[src/rtl/bus_pkg.sv]
package bus_pkg;

  localparam int addr_w = 32;
  localparam int data_w = 32;
  localparam int strb_w = data_w / 8;

  // Byte address as seen on the memory-mapped port
  typedef logic [addr_w-1:0] addr_t;

  typedef logic [data_w-1:0] data_t;

  // One strobe per byte lane, all clear marks a read
  typedef logic [strb_w-1:0] strb_t;

  typedef struct packed {
    logic  valid;
    addr_t addr;
    data_t wdata;
    strb_t wstrb;
  } bus_req_t;

  // Responses from several targets are ORed, so idle targets drive all zero
  typedef struct packed {
    logic  ready;
    data_t rdata;
  } bus_rsp_t;

endpackage

[src/rtl/clint_pkg.sv]
package clint_pkg;

  localparam int time_w = 64;
  localparam int region_bits = 14; // Each region spans 16 KiB

  typedef logic [time_w-1:0] time_t;

  // Offset of a register inside its region
  typedef logic [region_bits-1:0] off_t;

  // Region bases, compared under region_mask
  localparam bus_pkg::addr_t msip_base = 32'h0000_0000;
  localparam bus_pkg::addr_t timer_base = 32'h0000_4000;
  localparam bus_pkg::addr_t region_mask = 32'hffff_c000;

  // Timer region, decoded on address bits 3 to 2
  localparam off_t off_cmp_lo = 14'd0;
  localparam off_t off_cmp_hi = 14'd4;
  localparam off_t off_time_lo = 14'd8;
  localparam off_t off_time_hi = 14'd12;

  // Software interrupt region
  localparam off_t off_msip = 14'd0;

  // Compare value out of reach keeps mtip quiet after reset
  localparam time_t cmp_reset = '1;

  // Flops on the rtc input before its edge is taken
  localparam int sync_stages = 2;

endpackage

[src/rtl/clint.sv]
`timescale 1ns/100ps

module clint (
  input  logic              clk,
  input  logic              rst,
  input  logic              rtc,
  input  bus_pkg::bus_req_t req,
  output bus_pkg::bus_rsp_t rsp,
  output logic              mtip,
  output logic              msip
);

  bus_pkg::bus_req_t tmr_req;
  bus_pkg::bus_req_t sip_req;
  bus_pkg::bus_rsp_t tmr_rsp;
  bus_pkg::bus_rsp_t sip_rsp;

  // Splits the port between the timer and the software interrupt register
  clint_mux i_clint_mux (
    .clk     (clk),
    .rst     (rst),
    .req     (req),
    .rsp     (rsp),
    .tmr_req (tmr_req),
    .sip_req (sip_req),
    .tmr_rsp (tmr_rsp),
    .sip_rsp (sip_rsp)
  );

  mtimer i_mtimer (
    .clk  (clk),
    .rst  (rst),
    .rtc  (rtc),
    .req  (tmr_req),
    .rsp  (tmr_rsp),
    .mtip (mtip)
  );

  msip_unit i_msip_unit (
    .clk  (clk),
    .rst  (rst),
    .req  (sip_req),
    .rsp  (sip_rsp),
    .msip (msip)
  );

endmodule

[src/rtl/clint_mux.sv]
`timescale 1ns/100ps

module clint_mux (
  input  logic              clk,
  input  logic              rst,
  input  bus_pkg::bus_req_t req,
  output bus_pkg::bus_rsp_t rsp,
  output bus_pkg::bus_req_t tmr_req,
  output bus_pkg::bus_req_t sip_req,
  input  bus_pkg::bus_rsp_t tmr_rsp,
  input  bus_pkg::bus_rsp_t sip_rsp
);

  logic              hit_tmr;
  logic              hit_sip;
  logic              unmap_ready;
  bus_pkg::bus_rsp_t unmap_rsp;

  // Region decode on the address bits above the region offset
  assign hit_tmr = (req.addr & clint_pkg::region_mask) == clint_pkg::timer_base;
  assign hit_sip = (req.addr & clint_pkg::region_mask) == clint_pkg::msip_base;

  // Both targets see the same fields, valid reaches only the selected one
  always_comb begin
    tmr_req       = req;
    tmr_req.valid = req.valid && hit_tmr;
    sip_req       = req;
    sip_req.valid = req.valid && hit_sip;
  end

  // Unmapped requests get a local acknowledge so the bus never stalls
  always_ff @(posedge clk) begin
    if (!rst) begin
      unmap_ready <= 1'b0;
    end else begin
      unmap_ready <= req.valid && !hit_tmr && !hit_sip && !unmap_ready;
    end
  end

  always_comb begin
    unmap_rsp.ready = unmap_ready;
    unmap_rsp.rdata = '0;
  end

  // Idle responders drive zero, so an OR merges them
  assign rsp = bus_pkg::bus_rsp_t'(tmr_rsp | sip_rsp | unmap_rsp);

  one_responder: assert property (
    @(posedge clk) disable iff (!rst)
      $onehot0({tmr_rsp.ready, sip_rsp.ready, unmap_rsp.ready})
  ) else $error("More than one target answered in the same cycle");

endmodule

[src/rtl/msip_unit.sv]
`timescale 1ns/100ps

module msip_unit (
  input  logic              clk,
  input  logic              rst,
  input  bus_pkg::bus_req_t req,
  output bus_pkg::bus_rsp_t rsp,
  output logic              msip
);

  logic           msip_q;
  logic           ready_q;
  bus_pkg::data_t rdata_q;
  logic           accept;
  logic           is_write;
  logic           at_msip;

  assign accept = req.valid && !ready_q;
  assign is_write = |req.wstrb;

  // Only one word in the region is backed by a register
  assign at_msip = req.addr[clint_pkg::region_bits-1:2] ==
                   clint_pkg::off_msip[clint_pkg::region_bits-1:2];

  always_ff @(posedge clk) begin
    if (!rst) begin
      ready_q <= 1'b0;
      msip_q  <= 1'b0;
    end else begin
      ready_q <= accept;
      if (accept && at_msip && req.wstrb[0]) begin
        msip_q <= req.wdata[0]; // Upper lanes carry nothing
      end
    end
  end

  always_ff @(posedge clk) begin
    if (accept) begin
      rdata_q <= (!is_write && at_msip) ? bus_pkg::data_t'(msip_q) : '0;
    end
  end

  always_comb begin
    rsp.ready = ready_q;
    rsp.rdata = ready_q ? rdata_q : '0;
  end

  // Rises and falls with the acknowledge of the write that changed it
  assign msip = msip_q;

  single_ready: assert property (
    @(posedge clk) disable iff (!rst) rsp.ready |=> !rsp.ready
  ) else $error("msip_unit answered in two consecutive cycles");

endmodule

[src/rtl/mtimer.sv]
`timescale 1ns/100ps

module mtimer (
  input  logic              clk,
  input  logic              rst,
  input  logic              rtc,
  input  bus_pkg::bus_req_t req,
  output bus_pkg::bus_rsp_t rsp,
  output logic              mtip
);

  logic [clint_pkg::sync_stages-1:0] rtc_sync;
  logic                              rtc_prev;
  logic                              rtc_rise;

  clint_pkg::time_t mtime;
  clint_pkg::time_t mtimecmp;

  logic           ready_q;
  bus_pkg::data_t rdata_q;
  bus_pkg::data_t read_word;
  logic           accept;
  logic           is_write;
  logic [1:0]     word;
  logic           cmp_lo_sel;
  logic           cmp_hi_sel;

  // rtc is a slow tick, so a plain flop chain is enough to bring it into clk
  always_ff @(posedge clk) begin
    if (!rst) begin
      rtc_sync <= '0;
      rtc_prev <= 1'b0;
    end else begin
      rtc_sync <= {rtc_sync[clint_pkg::sync_stages-2:0], rtc};
      rtc_prev <= rtc_sync[clint_pkg::sync_stages-1];
    end
  end

  assign rtc_rise = rtc_sync[clint_pkg::sync_stages-1] & ~rtc_prev;

  always_ff @(posedge clk) begin
    if (!rst) begin
      mtime <= '0;
    end else if (rtc_rise) begin
      mtime <= mtime + 1'b1;
    end
  end

  // A request is taken once, the cycle with ready high ignores valid
  assign accept = req.valid && !ready_q;
  assign is_write = |req.wstrb;
  assign word = req.addr[3:2];
  assign cmp_lo_sel = word == clint_pkg::off_cmp_lo[3:2];
  assign cmp_hi_sel = word == clint_pkg::off_cmp_hi[3:2];

  always_ff @(posedge clk) begin
    if (!rst) begin
      ready_q  <= 1'b0;
      mtimecmp <= clint_pkg::cmp_reset;
    end else begin
      ready_q <= accept;
      // Writes that land on mtime fall through here and are only acknowledged
      if (accept && is_write) begin
        for (int b = 0; b < bus_pkg::strb_w; b++) begin
          if (req.wstrb[b] && cmp_lo_sel) begin
            mtimecmp[8*b +: 8] <= req.wdata[8*b +: 8];
          end
          if (req.wstrb[b] && cmp_hi_sel) begin
            mtimecmp[32 + 8*b +: 8] <= req.wdata[8*b +: 8];
          end
        end
      end
    end
  end

  always_comb begin
    case (word)
      clint_pkg::off_cmp_lo[3:2]:  read_word = mtimecmp[31:0];
      clint_pkg::off_cmp_hi[3:2]:  read_word = mtimecmp[63:32];
      clint_pkg::off_time_lo[3:2]: read_word = mtime[31:0];
      clint_pkg::off_time_hi[3:2]: read_word = mtime[63:32];
      default:                     read_word = '0;
    endcase
  end

  always_ff @(posedge clk) begin
    if (accept) begin
      rdata_q <= is_write ? '0 : read_word; // Writes answer with zero
    end
  end

  always_comb begin
    rsp.ready = ready_q;
    rsp.rdata = ready_q ? rdata_q : '0;
  end

  // Compare is registered, so mtip trails a change of either operand by a clock
  always_ff @(posedge clk) begin
    if (!rst) begin
      mtip <= 1'b0;
    end else begin
      mtip <= mtime >= mtimecmp;
    end
  end

  single_ready: assert property (
    @(posedge clk) disable iff (!rst) rsp.ready |=> !rsp.ready
  ) else $error("mtimer answered in two consecutive cycles");

  // First compare out of reset works on the reset values of mtime and mtimecmp
  quiet_after_reset: assert property (
    @(posedge clk) $rose(rst) |=> !mtip
  ) else $error("mtip high in the cycle after reset");

endmodule

[config.mk]
export PLATFORM = sky130hd
export DESIGN_NAME = clint
export DESIGN_NICKNAME = d
export VERILOG_FILES = /design/src/rtl/bus_pkg.sv /design/src/rtl/clint_pkg.sv /design/src/rtl/clint.sv /design/src/rtl/clint_mux.sv /design/src/rtl/msip_unit.sv /design/src/rtl/mtimer.sv
export SDC_FILE = /design/constraint.sdc
export NUM_CORES = 1
export LEC_CHECK = 0
export ABC_CLOCK_PERIOD_IN_PS = 8450
export BUFFER_PORTS_ARGS = -buffer_cell sky130_fd_sc_hd__buf_4
export CAP_MARGIN = 20
export CELL_PAD_IN_SITES_DETAIL_PLACEMENT = 0
export CELL_PAD_IN_SITES_GLOBAL_PLACEMENT = 1
export CORE_MARGIN = 8
export CORE_UTILIZATION = 50
export CTS_BUF_LIST = sky130_fd_sc_hd__clkbuf_4
export CTS_CLUSTER_DIAMETER = 120
export CTS_CLUSTER_SIZE = 8
export DETAILED_ROUTE_END_ITERATION = 10
export PLACE_DENSITY_LB_ADDON = 0.1
export SLEW_MARGIN = 15
export SYNTH_ARGS = -nofsm -noshare
export SYNTH_HDL_FRONTEND = slang
export SYNTH_HIERARCHICAL = 1
export SYNTH_SLANG_ARGS = --single-unit
[constraint.sdc]
create_clock -name clk -period 8.45 [get_ports clk]
set_input_delay 1.69 -clock clk [delete_from_list [all_inputs] [get_ports clk]]
set_output_delay 1.69 -clock clk [all_outputs]
set_load 0.01 [all_outputs]
==> tab_implementation.tex, run 1 <==
\begin{tabular}{lr}
\hline
Metric & Value \\
\hline
\multicolumn{2}{l}{\textbf{Outcome}} \\
Result of the run & complete, no violations \\
\multicolumn{2}{l}{\textbf{Worst hold path}} \\
Type of the worst min-delay path & flip-flop to flip-flop \\
Worst Min Path Start & i\_mtimer/rtc\_sync[0]\$\_SDFF\_PN0\_ \\
Hold Path Cell Cnt & 1 \\
Worst hold endpoint & i\_mtimer/rtc\_sync[1]\$\_SDFF\_PN0\_ \\
\multicolumn{2}{l}{\textbf{Layout}} \\
Area growth, synth to finish & 7.03\% \\
Proportion of layout cells with a drive suffix above 1 & 19.1\% \\
Final std cells w/o fill & 1397 \\
Number of nets in the finished design & 1247 \\
Number of filler instances in the final layout & 1908 \\
\multicolumn{2}{l}{\textbf{Worst setup path}} \\
Crit path launch type & input pin \\
Critical register-to-register path endpoint & i\_mtimer/mtimecmp[12]\$\_SDFFE\_PN1P\_ \\
Crit path from & req[57] \\
Depth of the most critical reg-to-reg path & 5 \\
Endpoint kind of the worst setup timing path & flip-flop \\
Crit path required time & 8960 ps \\
Data arrival at the endpoint of the critical path & 4580 ps \\
Worst path cell trace & buf\_4 > nor4\_1 > nand3\_1 > nor3\_1 > nor2b\_4 > nor3b\_1 > and2\_1 > nand2\_1 > o211ai\_1 \\
Startpoint of the most critical register-to-register path & i\_mtimer/ready\_q\$\_SDFF\_PN0\_ \\
Critical path fanouts, max & 35 \\
Classification of the worst setup path & input pin to flip-flop \\
Crit path largest cell delay & between 800 and 900 ps \\
Internal reg-to-reg setup slack & 5500 ps \\
Slowest stage cell, crit path & sky130\_fd\_sc\_hd\_\_nor2b\_4 \\
\multicolumn{2}{l}{\textbf{Die}} \\
Core region area & 20000 um2 \\
Boundary Pins & roughly 110 \\
Die boundary height & roughly 160 um \\
Effective utilization at floorplan & roughly 50\% \\
Rows & 52 \\
Die ar. & 24900 um2 \\
Die Wd & 158 um \\
\multicolumn{2}{l}{\textbf{Timing}} \\
Slew at the pin closest to its max-slew limit & approximately 980 ps \\
Unrepaired setup endpoints after global routing & no \\
Relative slew margins & 34.5\% \\
Number of slew-limit violations in the final report & 0 \\
Period Utilization, post-route & 48.2\% \\
Max Clock Freq & 246 MHz \\
Setup TNS & 0 ps \\
Final min period & 4070 ps \\
Number of setup violations in the final report & 0 \\
Worst clock skew & 17.3 ps \\
Final Hold Vio Count & 0 \\
\multicolumn{2}{l}{\textbf{Routing}} \\
Average wire per cell in the routed design & 17.1 um \\
Number of search-and-repair iterations in the first detailed-routing pass & 7 \\
DRC marker count from the first detailed-route iteration & 430 \\
Residual DRC & 0 \\
Residual antenna-violating net count after detailed routing & 0 \\
Total wire length after detailed routing & roughly 24 mm \\
Vias per cell & 5.36 \\
Vias & 7482 \\
\multicolumn{2}{l}{\textbf{Placement}} \\
Dpl cells & 1361 \\
Sum of net half-perimeters after detailed placement & 17.6 mm \\
RD Place Congestion & 0.784 \\
Count of buffers inserted at the top-level ports & 104 \\
\multicolumn{2}{l}{\textbf{Synthesis}} \\
Cell area after synthesis & about 10000 um2 \\
Number of warnings issued by yosys & 6 \\
Avg Synthesized Cell Area & 9.21 um2 \\
Number of standard cells after synthesis & 1093 \\
\multicolumn{2}{l}{\textbf{Clocking}} \\
Number of setup buffers added after CTS & 0 \\
H-tree depth & 4 \\
Post-cts hold buffer count & 0 \\
Clk slew on worst S/H paths & 130 ps \\
CTS tree & done \\
Total of cells resized after clock tree synthesis & 0 \\
Number of clock buffers inserted by TritonCTS & 17 \\
Clock sinks & 169 \\
Insertion delay of the later-clocked pin in the worst-skew pair & approximately 580 ps \\
Root Buffer Master & sky130\_fd\_sc\_hd\_\_clkbuf\_4 \\
Maximum clock insertion buffer count & 2 \\
\multicolumn{2}{l}{\textbf{Run}} \\
Count of maximum capacitance violations & 0 \\
\multicolumn{2}{l}{\textbf{Global routing}} \\
Total Routing Usage GR & 19.4\% \\
Overflow after GRT & 0 \\
Antenna violations before repair & 1 \\
First-pass GRT wire length & 37.5 mm \\
Via count of the first global-routing pass & 6952 \\
Pin count of the biggest net entering global routing & 77 \\
\multicolumn{2}{l}{\textbf{Power}} \\
Power density over the cells & approximately 130 nW/um2 \\
Worst vdd ir & 0.0792 mV \\
Leakage power total & 0.00481 uW \\
\hline
\end{tabular}
[how the worst max path moves through the flow]
stage / endpoint / slack, ps / cells after the start
detailed placement: i_mtimer/mtimecmp[12]$_SDFFE_PN1P_ / 3700 / 9
global placement: i_mtimer/mtimecmp[12]$_SDFFE_PN1P_ / 3720 / 9
CTS: i_mtimer/mtimecmp[12]$_SDFFE_PN1P_ / 4330 / 9
floorplan: i_mtimer/mtimecmp[0]$_SDFFE_PN1P_ / 3380 / 9
global route: i_mtimer/mtimecmp[20]$_SDFFE_PN1P_ / 3980 / 9
finish: i_mtimer/mtimecmp[12]$_SDFFE_PN1P_ / 4380 / 9
[layer usage]
layer / global-route usage (%) / vias to the layer above / part of all wire (%)
met1: 27.4 / 3554 / 48
met5: 0 / - / 0
met4: 4.58 / 0 / 1.1
met3: 3.74 / 19 / 5.6
li1: - / 3727 / -
met2: 29.8 / 182 / 45
[metrics by stage]
| stage | util, % | total power (uW) | setup slack (ps) | instance area, um2 | hold slack (ps) |
|---|---|---|---|---|---|
| finish | 54.0 | 1450 | 4380 | 10800 | 451 |
| CTS | 53.9 | 1470 | 4330 | 10800 | 460 |
| detailed placement | 52.3 | 943 | 3700 | 10500 | 430 |
| floorplan | - | 920 | 3380 | 10200 | 412 |
| global placement | 52.3 | 943 | 3720 | 10500 | 429 |
| global route | 54.0 | 1500 | 3980 | 10800 | 500 |
[registers in the layout, summed over array words and instances, names as in the netlist]
signal	count
i_clint_mux/unmap_ready	1
i_msip_unit/msip	1
i_msip_unit/rdata_q	1
i_msip_unit/ready_q	1
i_mtimer/mtime	64
i_mtimer/mtimecmp	64
i_mtimer/mtip	1
i_mtimer/rdata_q	32
i_mtimer/ready_q	1
i_mtimer/rtc_prev	1
i_mtimer/rtc_sync	2
[where the power goes]
part | leakage, uW | switching, uW | internal, uW
logic | 0.00322 | 47.6 | 55.3
clock network | 0.000166 | 291 | 235
registers | 0.00143 | 1.15 | 820
total | 0.00481 | 340 | 1110
[layout by cell type (no fill, tap or decap), types with 14 or more instances in the layout]
cell,count
sky130_fd_sc_hd__or3_1,14
sky130_fd_sc_hd__nand4_1,27
sky130_fd_sc_hd__o21ai_0,19
sky130_fd_sc_hd__o211ai_1,65
sky130_fd_sc_hd__dfxtp_1,136
sky130_fd_sc_hd__nor2_1,60
sky130_fd_sc_hd__nor2b_1,35
sky130_fd_sc_hd__edfxtp_1,33
sky130_fd_sc_hd__inv_1,73
sky130_fd_sc_hd__nand3_1,35
sky130_fd_sc_hd__buf_4,107
sky130_fd_sc_hd__clkbuf_4,18
sky130_fd_sc_hd__a21oi_1,39
sky130_fd_sc_hd__nand2_1,108
sky130_fd_sc_hd__and2_1,53
sky130_fd_sc_hd__ha_1,65
sky130_fd_sc_hd__conb_1,31
sky130_fd_sc_hd__xnor2_1,18
sky130_fd_sc_hd__xor2_1,30
sky130_fd_sc_hd__mux4_2,32
sky130_fd_sc_hd__or2_2,32
[critical path, delay by kind of cell]
family                 cells  cell delay [ps]
buffers and inverters      1              110
and+or+nand+nor            7             2640
AOI/OAI and AO/OA          1              110
[final cells by class]
class | instances | area [um2] | area share, %
Multi-Input combinational cell | 741 | 5320 | 49.4
Sequential cell | 169 | 3710 | 34.5
Timing Repair Buffer | 107 | 803 | 7.45
Tap cell | 270 | 338 | 3.13
Inverter | 74 | 278 | 2.58
Clock inverter | 14 | 179 | 1.66
Clock buffer | 18 | 135 | 1.25
Antenna cell | 4 | 10.0 | 0.0929
(Power assumes the default switching activity.)
==> run 2: changes to the inputs <==
ABC_AREA = 1   (was unset)
ABC_CLOCK_PERIOD_IN_PS = 4150   (was 8450)
CORE_UTILIZATION = 45   (was 50)
clock period = 4.15 ns   (was 8.45 ns; I/O delays follow)
==> run 2 against run 1 <==
Compared with the run above: synthesized area increased by 9.3%; highest routed layer unchanged; sequential share of layout area decreased by 3.2 points; critical path depth shrank 4; clock power grew 84%; clock skew increased by 17 ps; wire length up 37%; cell area up 10%.
==> tab_implementation.tex, run 2 <==
\begin{tabular}{lr}
\hline
Metric & Value \\
\hline
\multicolumn{2}{l}{\textbf{Clocking}} \\
Insertion delay of the later-clocked pin in the worst-skew pair & 600 ps \\
Post-cts hold buffer count & 0 \\
Clk slew on worst S/H paths & 170 ps \\
Maximum clock insertion buffer count & 2 \\
CTS tree & done \\
Total of cells resized after clock tree synthesis & 0 \\
Root Buffer Master & sky130\_fd\_sc\_hd\_\_clkbuf\_4 \\
Clock sinks & 169 \\
H-tree depth & 4 \\
Number of clock buffers inserted by TritonCTS & 17 \\
Number of setup buffers added after CTS & 0 \\
\multicolumn{2}{l}{\textbf{Timing}} \\
Slew at the pin closest to its max-slew limit & approximately 800 ps \\
Setup TNS & 0 ps \\
Worst setup margin & 1330 ps \\
Final min period & 2820 ps \\
Final Hold Vio Count & 0 \\
Number of setup violations in the final report & 0 \\
Max Clock Freq & roughly 360 MHz \\
Period Utilization, post-route & 67.9\% \\
Relative slew margins & between 40\% and 50\% \\
Worst clock skew & 33.8 ps \\
Unrepaired setup endpoints after global routing & no \\
Number of slew-limit violations in the final report & 0 \\
\multicolumn{2}{l}{\textbf{Die}} \\
Effective utilization at floorplan & 45.5\% \\
Rows & 57 \\
Die Wd & 172 um \\
Die boundary height & 172 um \\
Core region area & 24200 um2 \\
Boundary Pins & 107 \\
Die ar. & $\sim$30000 um2 \\
\multicolumn{2}{l}{\textbf{Layout}} \\
Leading cell types in the layout, fill and taps excluded & 327 x sky130\_fd\_sc\_hd\_\_nand2\_1, 202 x sky130\_fd\_sc\_hd\_\_inv\_1, 161 x sky130\_fd\_sc\_hd\_\_nor2\_1 \\
Area taken by multi-input logic gates & slightly below 6000 um2 \\
Leading cell type in the layout, fill and taps excluded & sky130\_fd\_sc\_hd\_\_nand2\_1 \\
Number of nets in the finished design & about 1700 \\
Number of filler instances in the final layout & 2521 \\
Area growth, synth to finish & 7.87\% \\
Sequential cell area & 3710 um2 \\
Proportion of layout cells with a drive suffix above 1 & between 10\% and 20\% \\
Largest registers in the final layout & i\_mtimer/mtime x64, i\_mtimer/mtimecmp x64, i\_mtimer/rdata\_q x32 \\
\multicolumn{2}{l}{\textbf{Synthesis}} \\
Number of warnings issued by yosys & 6 \\
Cell area after synthesis & 11000 um2 \\
Number of standard cells after synthesis & approximately 1600 \\
Avg Synthesized Cell Area & 7.02 um2 \\
\multicolumn{2}{l}{\textbf{Routing}} \\
DRC marker count from the first detailed-route iteration & 667 \\
Residual antenna-violating net count after detailed routing & 0 \\
Residual DRC & 0 \\
Vias & a little under 10000 \\
Vias per cell & $\sim$5 \\
Average wire per cell in the routed design & 16.8 um \\
Number of search-and-repair iterations in the first detailed-routing pass & 5 \\
Total wire length after detailed routing & 32.6 mm \\
\multicolumn{2}{l}{\textbf{Worst setup path}} \\
Internal reg-to-reg setup slack & just under 2000 ps \\
Crit path required time & roughly 3300 ps \\
Crit path launch type & flip-flop \\
Classification of the worst setup path & flip-flop to primary output \\
Data arrival at the endpoint of the critical path & 1990 ps \\
Critical path fanouts, max & 22 \\
Crit path from & i\_mtimer/ready\_q\$\_SDFF\_PN0\_ \\
Slowest stage cell, crit path & sky130\_fd\_sc\_hd\_\_dfxtp\_1 \\
Worst path cell trace & buf\_4 > nand2\_1 > inv\_1 > or2\_2 > buf\_4 \\
Most numerous cell on the critical path & sky130\_fd\_sc\_hd\_\_buf\_4 \\
Endpoint kind of the worst setup timing path & primary output \\
Crit path largest cell delay & 690 ps \\
Startpoint of the most critical register-to-register path & i\_mtimer/mtimecmp[63]\$\_SDFFE\_PN1P\_ \\
\multicolumn{2}{l}{\textbf{Global routing}} \\
Total Routing Usage GR & 22.1\% \\
Antenna violations before repair & 1 \\
Via count of the first global-routing pass & around 8900 \\
First-pass GRT wire length & roughly 50 mm \\
Pin count of the biggest net entering global routing & 55 \\
Overflow after GRT & 0 \\
\multicolumn{2}{l}{\textbf{Outcome}} \\
Result of the run & complete, no violations \\
\multicolumn{2}{l}{\textbf{Run}} \\
Count of maximum capacitance violations & 0 \\
\multicolumn{2}{l}{\textbf{Power}} \\
Final Total Pwr & 2880 uW \\
Worst vdd ir & 0.125 mV \\
Power density over the cells & 242 nW/um2 \\
Leakage power total & between 0.005 and 0.006 uW \\
\multicolumn{2}{l}{\textbf{Worst hold path}} \\
Type of the worst min-delay path & input pin to flip-flop \\
Worst Min Path Start & rtc \\
\multicolumn{2}{l}{\textbf{Placement}} \\
Sum of net half-perimeters after detailed placement & 25.4 mm \\
Worst slack at placement & 1180 ps \\
Count of buffers inserted at the top-level ports & 104 \\
RD Place Congestion & about 0.87 \\
\hline
\end{tabular}
==> run 2: critical path: cells and delay by family, from the launching register on <==
family | cells | cell delay (ps)
flops | 1 | 690
buf+inv | 3 | 530
simple gates | 2 | 170
==> run 2: path summary, 6_finish.rpt <==
kind / to / cells after the start
worst max-delay path: rsp[6] / 5
worst min-delay path: i_mtimer/rtc_sync[0]$_SDFF_PN0_ / 3
worst max register to register: i_mtimer/mtip$_SDFF_PN0_ / 10
worst min register to register: i_mtimer/rtc_prev$_SDFF_PN0_ / 2
==> run 2: through the flow <==
step / instances / hold WS (ps) / util, % / instance area [um2]
detailed placement: 1915 / 458 / 48.0 / 11600
finish: 1948 / 418 / 49.1 / 11900
global route: 1948 / 390 / 49.1 / 11900
global placement: 1915 / 448 / 48.0 / 11600
CTS: 1947 / 383 / 49.1 / 11900
floorplan: 1599 / 390 / - / 11100
==> run 2: power by group <==
group | switching [uW] | internal (uW)
logic | 132 | 103
registers | 2.89 | 1670
clock network | 686 | 280
==> run 2: layer usage <==
metal	up-vias	share of wire, %	global-route usage (%)
met2	223	45	35.2
met1	4567	49	31.3
met3	13	5.3	3.29
li1	5076	-	-
met4	0	0.60	3.94
met5	-	0	0
==> run 2: area by class of cell <==
class / count / area share, %
Antenna cell: 1 / 0.0211
Clock buffer: 19 / 1.20
Inverter: 209 / 6.61
Clock inverter: 13 / 1.07
Multi-Input combinational cell: 1093 / 48.8
Sequential cell: 169 / 31.3
Timing Repair Buffer: 120 / 7.59
Tap cell: 324 / 3.41
